**src/logic/uart_config.svh**
```systemverilog
////////////////////
// Build-time settings for the UART string link
// Bit timing, stop bits, string size and the frame marker
////////////////////

`ifndef UART_CONFIG_SVH
`define UART_CONFIG_SVH

////////////////////
// Serial line timing
////////////////////

// Clock cycles per serial bit, kept small so simulation runs short
`define CLKS_PER_BIT 8

`define STOP_BITS 1 // The receiver only checks the first one

////////////////////
// String framing
////////////////////

`define MAX_STR_LEN 16 // Content bytes per string
`define FRAME_MARK 8'h26 // ASCII '&'

`endif

```
**src/logic/uart_line_pkg.sv**
```systemverilog
////////////////////
// Serial line types
// Received byte with status, transmitter state encoding
////////////////////

package uart_line_pkg;

	////////////////////
	// Receiver output
	////////////////////

	// One received byte as handed from the receiver to the framer
	typedef struct packed {
		logic       framing_err; // Stop bit was sampled low
		logic [7:0] data;
	} rx_byte_t;

	////////////////////
	// Transmitter
	////////////////////

	typedef enum logic [1:0] {
		line_idle  = 2'd0, // Line high, ready for a byte
		line_start = 2'd1,
		line_data  = 2'd2, // Eight data bits, LSB first
		line_stop  = 2'd3
	} tx_line_state_e;

endpackage

```
**src/logic/string_frame_pkg.sv**
```systemverilog
////////////////////
// String frame types
// String buffer and the states of both framer machines
////////////////////

`include "uart_config.svh"

package string_frame_pkg;

	// Length is at least a byte wide, more if the buffer needs it
	localparam int LEN_W = ($clog2(`MAX_STR_LEN + 1) > 8) ? $clog2(`MAX_STR_LEN + 1) : 8;

	typedef logic [LEN_W-1:0] str_len_t;

	// Byte 0 goes out first and sits in the lowest bits
	typedef struct packed {
		str_len_t                        len;
		logic [`MAX_STR_LEN-1:0][7:0]    data;
	} string_buf_t;

	typedef enum logic [2:0] {
		ft_idle     = 3'd0,
		ft_mark1    = 3'd1,
		ft_mark2    = 3'd2,
		ft_content  = 3'd3,
		ft_mark3    = 3'd4,
		ft_mark4    = 3'd5,
		ft_wait_rel = 3'd6 // Ack is high, waiting for req to drop
	} frame_tx_state_e;

	typedef enum logic [2:0] {
		fr_hunt     = 3'd0, // Looking for the opening marker pair
		fr_mark_one = 3'd1,
		fr_content  = 3'd2,
		fr_mark_in  = 3'd3  // One marker seen inside the content
	} frame_rx_state_e;

endpackage

```
**src/logic/uart_tx_core.sv**
```systemverilog
////////////////////
// UART transmitter
// Sends one byte per start pulse, LSB first
////////////////////

`timescale 1ns/1ps
`include "uart_config.svh"

module uart_tx_core import uart_line_pkg::*; (
	input  logic       sys_clk,
	input  logic       sys_rst_n,
	input  logic [7:0] tx_byte,
	input  logic       tx_start,
	output logic       tx_ready,
	output logic       uart_tx_port
);

	localparam int CNT_W = $clog2(`CLKS_PER_BIT + 1);
	localparam logic [CNT_W-1:0] BIT_END = CNT_W'(`CLKS_PER_BIT - 1);
	localparam logic [2:0] STOP_END = 3'(`STOP_BITS - 1);

	tx_line_state_e   state;
	logic [CNT_W-1:0] clk_cnt; // Cycles spent in the current bit
	logic [2:0]       bit_idx; // Data bit, then reused for stop bits
	logic [7:0]       shift_q;
	logic             bit_end;

	assign bit_end  = (clk_cnt == BIT_END);
	assign tx_ready = (state == line_idle);

	// Byte is taken on start and shifted at the end of every data bit
	always_ff @(posedge sys_clk) begin
		if (state == line_idle && tx_start)
			shift_q <= tx_byte;
		else if (state == line_data && bit_end)
			shift_q <= {1'b0, shift_q[7:1]};
	end

	////////////////////
	// Bit sequencer
	////////////////////

	always_ff @(posedge sys_clk or negedge sys_rst_n) begin
		if (!sys_rst_n) begin
			state        <= line_idle;
			clk_cnt      <= '0;
			bit_idx      <= '0;
			uart_tx_port <= 1'b1;
		end else begin
			clk_cnt <= bit_end ? '0 : clk_cnt + 1'b1;
			case (state)
				line_idle: begin
					clk_cnt <= '0;
					if (tx_start) begin
						state        <= line_start;
						uart_tx_port <= 1'b0; // Start bit on the next cycle
					end
				end
				line_start: if (bit_end) begin
					state        <= line_data;
					bit_idx      <= '0;
					uart_tx_port <= shift_q[0];
				end
				line_data: if (bit_end) begin
					if (bit_idx == 3'd7) begin
						state        <= line_stop;
						bit_idx      <= '0;
						uart_tx_port <= 1'b1;
					end else begin
						bit_idx      <= bit_idx + 1'b1;
						uart_tx_port <= shift_q[1]; // Shift happens on this same edge
					end
				end
				line_stop: if (bit_end) begin
					if (bit_idx == STOP_END)
						state <= line_idle;
					else
						bit_idx <= bit_idx + 1'b1;
				end
				default: state <= line_idle;
			endcase
		end
	end

endmodule

```
**src/logic/uart_rx_core.sv**
```systemverilog
////////////////////
// UART receiver
// Synchronizer, start bit check, mid-bit sampling, framing flag
////////////////////

`timescale 1ns/1ps
`include "uart_config.svh"

module uart_rx_core import uart_line_pkg::*; (
	input  logic     sys_clk,
	input  logic     sys_rst_n,
	input  logic     uart_rx_port,
	output rx_byte_t rx_data,
	output logic     rx_strobe
);

	localparam int CNT_W = $clog2(`CLKS_PER_BIT + 1);
	localparam logic [CNT_W-1:0] BIT_END  = CNT_W'(`CLKS_PER_BIT - 1);
	localparam logic [CNT_W-1:0] HALF_END = CNT_W'(`CLKS_PER_BIT / 2 - 1);

	typedef enum logic [1:0] {
		rx_idle,
		rx_start, // Waiting for the middle of the start bit
		rx_data_bits,
		rx_stop
	} rx_state_e;

	rx_state_e        state;
	logic [1:0]       sync_q; // Two flops against metastability
	logic             line_prev;
	logic             line_s;
	logic             line_fall;
	logic [CNT_W-1:0] clk_cnt;
	logic [2:0]       bit_idx;
	logic [7:0]       shift_q;

	assign line_s    = sync_q[1];
	assign line_fall = line_prev && !line_s;

	always_ff @(posedge sys_clk or negedge sys_rst_n) begin
		if (!sys_rst_n) begin
			sync_q    <= 2'b11; // Idle line is high
			line_prev <= 1'b1;
		end else begin
			sync_q    <= {sync_q[0], uart_rx_port};
			line_prev <= line_s;
		end
	end

	// Data bits arrive LSB first so they enter from the top
	always_ff @(posedge sys_clk) begin
		if (state == rx_data_bits && clk_cnt == BIT_END)
			shift_q <= {line_s, shift_q[7:1]};
		if (state == rx_stop && clk_cnt == BIT_END) begin
			rx_data.data        <= shift_q;
			rx_data.framing_err <= !line_s;
		end
	end

	////////////////////
	// Receive sequencer
	////////////////////

	always_ff @(posedge sys_clk or negedge sys_rst_n) begin
		if (!sys_rst_n) begin
			state     <= rx_idle;
			clk_cnt   <= '0;
			bit_idx   <= '0;
			rx_strobe <= 1'b0;
		end else begin
			rx_strobe <= 1'b0;
			clk_cnt   <= clk_cnt + 1'b1;
			case (state)
				rx_idle: begin
					clk_cnt <= '0;
					if (line_fall)
						state <= rx_start;
				end
				rx_start: if (clk_cnt == HALF_END) begin
					// A glitch is already back high at half a bit
					state   <= line_s ? rx_idle : rx_data_bits;
					clk_cnt <= '0;
					bit_idx <= '0;
				end
				rx_data_bits: if (clk_cnt == BIT_END) begin
					clk_cnt <= '0;
					bit_idx <= bit_idx + 1'b1;
					if (bit_idx == 3'd7)
						state <= rx_stop;
				end
				rx_stop: if (clk_cnt == BIT_END) begin
					state     <= rx_idle; // Second half of the stop bit is idle time
					rx_strobe <= 1'b1;
				end
				default: state <= rx_idle;
			endcase
		end
	end

endmodule

```
**src/logic/uart_string_handle.sv**
```systemverilog
////////////////////
// String framer
// Wraps outgoing strings in marker pairs behind a req/ack handshake
// Rebuilds incoming strings from the received bytes
////////////////////

`timescale 1ns/1ps
`include "uart_config.svh"

module uart_string_handle import uart_line_pkg::*, string_frame_pkg::*; (
	input  logic        sys_clk,
	input  logic        sys_rst_n,
	input  string_buf_t tx_msg,
	input  logic        tx_req,
	output logic        tx_ack,
	output logic        tx_busy,
	output string_buf_t rx_msg,
	output logic        rx_valid,
	output logic [7:0]  tx_byte,
	output logic        tx_start,
	input  logic        tx_ready,
	input  rx_byte_t    rx_data,
	input  logic        rx_strobe
);

	localparam logic [7:0] MARK = `FRAME_MARK;

	frame_tx_state_e tx_state;
	frame_rx_state_e rx_state;
	string_buf_t     tx_buf; // Copy of the host string for the whole frame
	string_buf_t     cap_buf; // Frame under capture
	str_len_t        tx_idx; // Next content byte to queue
	logic            tx_pend; // tx_byte waits for the core
	logic            tx_ready_q;
	logic            tx_ready_rise;
	logic            rx_is_mark;

	// Appends one byte unless the buffer is already full
	function automatic string_buf_t put_byte(string_buf_t b, logic [7:0] d);
		if (b.len < `MAX_STR_LEN) begin
			b.data[b.len] = d;
			b.len         = b.len + 1'b1;
		end
		return b;
	endfunction

	////////////////////
	// Transmit side
	////////////////////

	// The next byte is queued while the current one is still on the line
	assign tx_start      = tx_pend && tx_ready;
	assign tx_ready_rise = tx_ready && !tx_ready_q; // Byte done

	always_ff @(posedge sys_clk) begin
		if (tx_state == ft_idle && tx_req && !tx_ack) begin
			tx_buf <= tx_msg;
			if (tx_msg.len > `MAX_STR_LEN)
				tx_buf.len <= str_len_t'(`MAX_STR_LEN);
		end
	end

	always_ff @(posedge sys_clk or negedge sys_rst_n) begin
		if (!sys_rst_n) begin
			tx_state   <= ft_idle;
			tx_byte    <= 8'h00;
			tx_idx     <= '0;
			tx_pend    <= 1'b0;
			tx_ack     <= 1'b0;
			tx_busy    <= 1'b0;
			tx_ready_q <= 1'b1;
		end else begin
			tx_ready_q <= tx_ready;
			case (tx_state)
				ft_idle: if (tx_req && !tx_ack) begin
					tx_state <= ft_mark1;
					tx_byte  <= MARK;
					tx_pend  <= 1'b1;
					tx_busy  <= 1'b1;
				end
				ft_mark1: if (tx_start) begin
					tx_state <= ft_mark2;
					tx_byte  <= MARK;
				end
				ft_mark2: if (tx_start) begin
					if (tx_buf.len == '0) begin // Empty string, straight to the closing pair
						tx_state <= ft_mark3;
						tx_byte  <= MARK;
					end else begin
						tx_state <= ft_content;
						tx_byte  <= tx_buf.data[0];
						tx_idx   <= str_len_t'(1);
					end
				end
				ft_content: if (tx_start) begin
					if (tx_idx == tx_buf.len) begin
						tx_state <= ft_mark3;
						tx_byte  <= MARK;
					end else begin
						tx_byte <= tx_buf.data[tx_idx];
						tx_idx  <= tx_idx + 1'b1;
					end
				end
				ft_mark3: if (tx_start) begin
					tx_state <= ft_mark4;
					tx_byte  <= MARK;
				end
				ft_mark4: begin
					if (tx_start)
						tx_pend <= 1'b0;
					else if (!tx_pend && tx_ready_rise) begin // Last stop bit has ended
						tx_state <= ft_wait_rel;
						tx_ack   <= 1'b1;
					end
				end
				ft_wait_rel: if (!tx_req) begin
					tx_state <= ft_idle;
					tx_ack   <= 1'b0;
					tx_busy  <= 1'b0;
				end
				default: tx_state <= ft_idle;
			endcase
		end
	end

	////////////////////
	// Receive side
	////////////////////

	assign rx_is_mark = (rx_data.data == MARK);

	always_ff @(posedge sys_clk) begin
		if (rx_strobe && !rx_data.framing_err) begin
			case (rx_state)
				fr_mark_one: if (rx_is_mark) cap_buf <= '0; // Frame opens
				fr_content: if (!rx_is_mark) cap_buf <= put_byte(cap_buf, rx_data.data);
				// A lone marker was content after all
				fr_mark_in: if (!rx_is_mark) cap_buf <= put_byte(put_byte(cap_buf, MARK), rx_data.data);
				default: ;
			endcase
		end
	end

	always_ff @(posedge sys_clk or negedge sys_rst_n) begin
		if (!sys_rst_n) begin
			rx_state <= fr_hunt;
			rx_msg   <= '0;
			rx_valid <= 1'b0;
		end else begin
			rx_valid <= 1'b0;
			if (rx_strobe) begin
				if (rx_data.framing_err)
					rx_state <= fr_hunt; // Broken byte drops the frame
				else begin
					case (rx_state)
						fr_hunt: if (rx_is_mark) rx_state <= fr_mark_one;
						fr_mark_one: rx_state <= rx_is_mark ? fr_content : fr_hunt;
						fr_content: if (rx_is_mark) rx_state <= fr_mark_in;
						fr_mark_in: begin
							if (rx_is_mark) begin
								rx_state <= fr_hunt;
								rx_msg   <= cap_buf;
								rx_valid <= 1'b1;
							end else
								rx_state <= fr_content;
						end
						default: rx_state <= fr_hunt;
					endcase
				end
			end
		end
	end

endmodule

```
**src/logic/uart_string_top.sv**
```systemverilog
////////////////////
// Top level of the UART string link
// Transmitter, receiver and string framer
////////////////////

`timescale 1ns/1ps

module uart_string_top import uart_line_pkg::*, string_frame_pkg::*; (
	input  logic        sys_clk,
	input  logic        sys_rst_n,
	input  string_buf_t tx_msg,
	input  logic        tx_req,
	output logic        tx_ack,
	output logic        tx_busy,
	output string_buf_t rx_msg,
	output logic        rx_valid,
	input  logic        uart_rx_port,
	output logic        uart_tx_port
);

	logic [7:0] tx_byte;
	logic       tx_start;
	logic       tx_ready;
	rx_byte_t   rx_data;
	logic       rx_strobe;

	uart_tx_core u_tx_core (
		.sys_clk, .sys_rst_n,
		.tx_byte, .tx_start, .tx_ready,
		.uart_tx_port
	);

	uart_rx_core u_rx_core (
		.sys_clk, .sys_rst_n,
		.uart_rx_port,
		.rx_data, .rx_strobe
	);

	// Framer sits between the host and both cores
	uart_string_handle u_string_handle (
		.sys_clk, .sys_rst_n,
		.tx_msg, .tx_req, .tx_ack, .tx_busy,
		.rx_msg, .rx_valid,
		.tx_byte, .tx_start, .tx_ready,
		.rx_data, .rx_strobe
	);

endmodule

```
**config.mk**
```make
export PLATFORM = sky130hd
export DESIGN_NAME = uart_string_top
export DESIGN_NICKNAME = d
export VERILOG_FILES = /design/src/logic/uart_line_pkg.sv /design/src/logic/string_frame_pkg.sv /design/src/logic/uart_tx_core.sv /design/src/logic/uart_rx_core.sv /design/src/logic/uart_string_handle.sv /design/src/logic/uart_string_top.sv
export VERILOG_INCLUDE_DIRS = /design/src /design/src/logic
export SDC_FILE = /design/constraint.sdc
export NUM_CORES = 1
export LEC_CHECK = 0
export BUFFER_PORTS_ARGS = -buffer_cell sky130_fd_sc_hd__buf_4
export CORE_MARGIN = 2
export CORE_UTILIZATION = 40
export DETAILED_ROUTE_END_ITERATION = 12
export SETUP_SLACK_MARGIN = 0.02
export SYNTH_ARGS = -nofsm -noshare
export SYNTH_HDL_FRONTEND = slang
export SYNTH_SLANG_ARGS = --single-unit
```
**constraint.sdc**
```tcl
create_clock -name sys_clk -period 10.8 [get_ports sys_clk]
set_input_delay 0.54 -clock sys_clk [delete_from_list [all_inputs] [get_ports sys_clk]]
set_output_delay 0.54 -clock sys_clk [all_outputs]
set_load 0.02 [all_outputs]
```
==> impl_summary.txt <==
----------------------------------------------------
[Worst setup path]
  Critical Path AT ... 4.28 ns
  Setup CP Type ... flip-flop to flip-flop
  Endpoint type of the worst setup path ... flip-flop
  Critical Path RT ... 11.27 ns
  Kind of start point of the critical path ... flip-flop
  Maximum fanout along the worst path ... 76
  Worst reg2reg path depth ... 6

[Synthesis]
  Post-Syn Area ... 21,500 sq um
  Number of flops mapped to enable cells by yosys ... 297
  Post-synthesis area per instance ... 13.8 sq um
  Main area contributors after synthesis ... sky130_fd_sc_hd__edfxtp_1, sky130_fd_sc_hd__dfrtp_1, sky130_fd_sc_hd__mux2_2
  Count of warnings emitted by yosys ... 0
  Proportion of netlist area held by the largest area contributor ... 0.415
  Main synth FF type ... sky130_fd_sc_hd__edfxtp_1
  Share of async-settable or async-resettable flops after synthesis ... 0.384
  Cell taking the most area after synthesis ... sky130_fd_sc_hd__edfxtp_1
  Cell count after synthesis ... 1,552
  Number of distinct library cells after synthesis ... 77
  Post-synthesis register bit count ... 482
  Register area share after synthesis ... 0.631

[STA]
  Worst-case clock skew ... 0.0350 ns
  F_max ... 263 MHz
  Fraction of the cycle the final worst path needs ... 0.352
  Slew at the pin closest to its max-slew limit ... 1.17 ns
  Setup repair after global routing missed its margin ... no
  Number of failing hold endpoints at the final stage ... 0
  Max-slew violation count ... 0
  Final worst path period need ... 3.81 ns
  Setup TNS ... 0 ns
  Minimum hold slack ... 0.0579 ns
  Tightest slew margin relative to the limit ... 0.219
  Final-report setup violation count ... 0

[Global routing]
  Maximum number of pins on one net before global-route repair ... 89
  Via count of the first global-routing pass ... 14.0k
  Leftover overflow at the end of global routing ... 0
  GR Util All Layers ... 0.192
  Wire length of the first global-routing pass ... 83.9 mm
  Number of antenna violations at the first check in global routing ... 1

[Detailed routing]
  Post-DR wirelength/cell ... 21.2 um
  Via count ... 14.1k
  Total wirelength of the detailed-routed design ... 53.5 mm
  DRC marker count from the first detailed-route iteration ... 1,092
  Post-detailed-route DRC marker count ... 0
  First-pass iteration count of the detailed router ... 6
  Antenna viol nets, final ... 0
  Vias per inst ... 5.56

[Floorplanning]
  Top-Level Pins ... 280
  Site row count ... 84
  Core outline area ... 52,900 sq um
  Area of the die ... 55,600 sq um
  Starting Density ... 0.406
  Die span in x ... 236 um
  Die extent in y ... 236 um

[Layout]
  Area grow syn2layout ... 20.7%
  Multi-input gate area ... 7410 sq um
  Commonest non-fill, non-tap cell in the layout ... sky130_fd_sc_hd__edfxtp_1
  Fin nets ... 1,957
  Fillers ... 4,520
  Fraction of final layout cells with drive strength greater than 1 ... 0.333
  Leading cell types in the layout, fill and taps excluded ... sky130_fd_sc_hd__edfxtp_1, sky130_fd_sc_hd__buf_4, sky130_fd_sc_hd__dfrtp_1, sky130_fd_sc_hd__mux2_2, sky130_fd_sc_hd__nand2_1
  Area taken by flip-flops and latches ... 13,600 sq um
  Layout Utilization ... 0.490

[Clock tree]
  H-tree lvl count ... 2
  Clock tree from TritonCTS ... yes
  Number of cells upsized or downsized after cts ... 0
  Worst-path clk slew ... 0.06 ns
  Worst skew pair latency ... 0.62 ns
  Maximum buffer depth of the clock tree ... 3
  Setup repair bufs after CTS ... 0
  Root cell of the clock tree ... sky130_fd_sc_hd__clkbuf_16
  TritonCTS buffer count ... 51
  Number of clock sinks ... 482

[Pwr]
  Leakage component of the power ... 10.5 nW
  Peak supply drop ... 0.000122 V
  PwrDens ... 150 nW/um^2
  Pwr Total ... 0.00388 W

[Min path]
  Number of stages on the worst hold path ... 1
  Class of the worst hold path ... primary input to flip-flop

[Run]
  Count of max-cap constraint violations ... 0

[Placement]
  Number of buffers added on ports ... 279
  Final GP Congestion ... 0.850
  Final HPWL DP ... 36.6 mm

[Status]
  Outcome ... completed

----------------------------------------------------
==> per-stage QoR <==
stage	instances	cell area [sq um]	worst slack, ns
6_report	2528	25900	6.99
3_5_place_dp	2431	24200	7.00
2_1_floorplan	1554	21500	2.71
3_3_place_gp	2431	24200	7.10
4_1_cts	2527	25900	6.99
5_1_grt	2527	25900	6.66
==> synthesized netlist by cell type (4+ instances only) <==
cell and count:
sky130_fd_sc_hd__and2_1 18, sky130_fd_sc_hd__o31ai_1 6, sky130_fd_sc_hd__clkbuf_1 72, sky130_fd_sc_hd__inv_1 28
sky130_fd_sc_hd__a22o_1 4, sky130_fd_sc_hd__o21bai_1 14, sky130_fd_sc_hd__a21o_1 4, sky130_fd_sc_hd__and3b_1 4
sky130_fd_sc_hd__a21oi_1 47, sky130_fd_sc_hd__o22ai_1 38, sky130_fd_sc_hd__mux2i_1 43, sky130_fd_sc_hd__and3_1 19
sky130_fd_sc_hd__buf_2 26, sky130_fd_sc_hd__a22oi_1 8, sky130_fd_sc_hd__a31oi_1 6, sky130_fd_sc_hd__nor3_1 11
sky130_fd_sc_hd__xnor2_1 6, sky130_fd_sc_hd__mux4_2 28, sky130_fd_sc_hd__o21a_1 14, sky130_fd_sc_hd__ha_1 20
sky130_fd_sc_hd__dfstp_2 5, sky130_fd_sc_hd__nor2b_1 25, sky130_fd_sc_hd__mux2_2 152, sky130_fd_sc_hd__nand2_1 92
sky130_fd_sc_hd__buf_1 6, sky130_fd_sc_hd__nand4_1 21, sky130_fd_sc_hd__nand3_1 37, sky130_fd_sc_hd__o221a_2 33
sky130_fd_sc_hd__edfxtp_1 297, sky130_fd_sc_hd__or2_2 5, sky130_fd_sc_hd__nor2_1 74, sky130_fd_sc_hd__o22a_1 4
sky130_fd_sc_hd__o221ai_1 16, sky130_fd_sc_hd__dfrtp_1 180, sky130_fd_sc_hd__a221o_1 12, sky130_fd_sc_hd__o2bb2ai_1 19
sky130_fd_sc_hd__nand2b_1 11, sky130_fd_sc_hd__nor4_1 9, sky130_fd_sc_hd__nand3b_1 10, sky130_fd_sc_hd__o21ai_0 50
sky130_fd_sc_hd__xor2_1 12, sky130_fd_sc_hd__a211oi_1 5
==> worst paths after layout <==
path	start	to	slack (ns)
max	u_rx_core.rx_data[1]	u_string_handle.rx_msg[79]	6.99
min	uart_rx_port	u_rx_core.sync_q[0]	0.06
max reg2reg	u_rx_core.rx_data[1]	u_string_handle.rx_msg[79]	6.99
min reg2reg	u_rx_core.sync_q[0]	u_rx_core.sync_q[1]	0.36
max in group asynchronous	sys_rst_n	u_string_handle.rx_state[1]	8.98
min in group asynchronous	sys_rst_n	u_string_handle.rx_msg[85]	0.49
==> critical path: stages (launching register included) <==
cell and delay [ns]:
sky130_fd_sc_hd__edfxtp_1 0.94, sky130_fd_sc_hd__nor4bb_1 0.36, sky130_fd_sc_hd__and4b_1 0.28, sky130_fd_sc_hd__and2_1 0.25
sky130_fd_sc_hd__nand3_4 0.63, sky130_fd_sc_hd__buf_4 0.71, sky130_fd_sc_hd__mux2_2 0.42
==> sequential cells by signal, indices dropped and copies added (netlist names), 2 cells and up, named ones only <==
name / cells
u_tx_core.clk_cnt: 4
u_string_handle.cap_buf: 136
u_rx_core.shift_q: 8
u_rx_core.sync_q: 2
u_tx_core.shift_q: 8
u_string_handle.rx_state: 2
u_string_handle.tx_idx: 8
u_string_handle.rx_msg: 136
u_rx_core.clk_cnt: 4
u_string_handle.tx_byte: 8
u_string_handle.tx_buf: 136
u_rx_core.rx_data: 9
u_string_handle.tx_state: 3
u_tx_core.bit_idx: 3
u_rx_core.bit_idx: 3
u_tx_core.state: 2
==> power by group <==
part	total [W]	internal (W)	switching, W
Clock	0.00178	0.00104	0.000740
Combinational	0.000104	0.0000565	0.0000473
Sequential	0.00200	0.00197	0.0000293
Total	0.00388	0.00307	0.000816
==> timing repair <==
| action | in CTS | in global routing |
|---|---|---|
| hold buffers | 1 | 0 |
| endpoints found under the hold margin | 52 | 0 |
| setup endpoints to repair | 0 | 0 |
==> routing by layer <==
layer  up-vias  share of wire  global-route usage  wire length, um
met3        64          0.074              0.0518             3980
met2       486           0.45               0.291            24100
li1       6468              -                   -                -
met5         -              0                   0                0
met4         0          0.020              0.0492             1050
met1      7050           0.46               0.273            24400
==> final cells by class <==
class	instances	share of cell area
Clock inverter	15	0.00753
Multi-Input combinational cell	937	0.286
Timing Repair Buffer	296	0.0861
Sequential cell	482	0.523
Antenna cell	1	0.0000966
Inverter	29	0.00420
Clock buffer	80	0.0598
Tap cell	688	0.0332
==> kinds of logic (layout without fill, tap and decap cells) <==
kind of cell | Yosys count | after routing | synth area share
buffers and inverters | 135 | 420 | 0.0253
flip-flops | 482 | 482 | 0.631
other | 1 | 4 | 0.000175
XOR/XNOR | 18 | 18 | 0.00734
adder cells (fa/ha/maj) | 20 | 20 | 0.0117
AND/OR/NAND/NOR | 359 | 359 | 0.0868
AO/OA/AOI/OAI | 314 | 314 | 0.108
multiplexers | 223 | 223 | 0.129
Power figures use the tool's default switching activity.
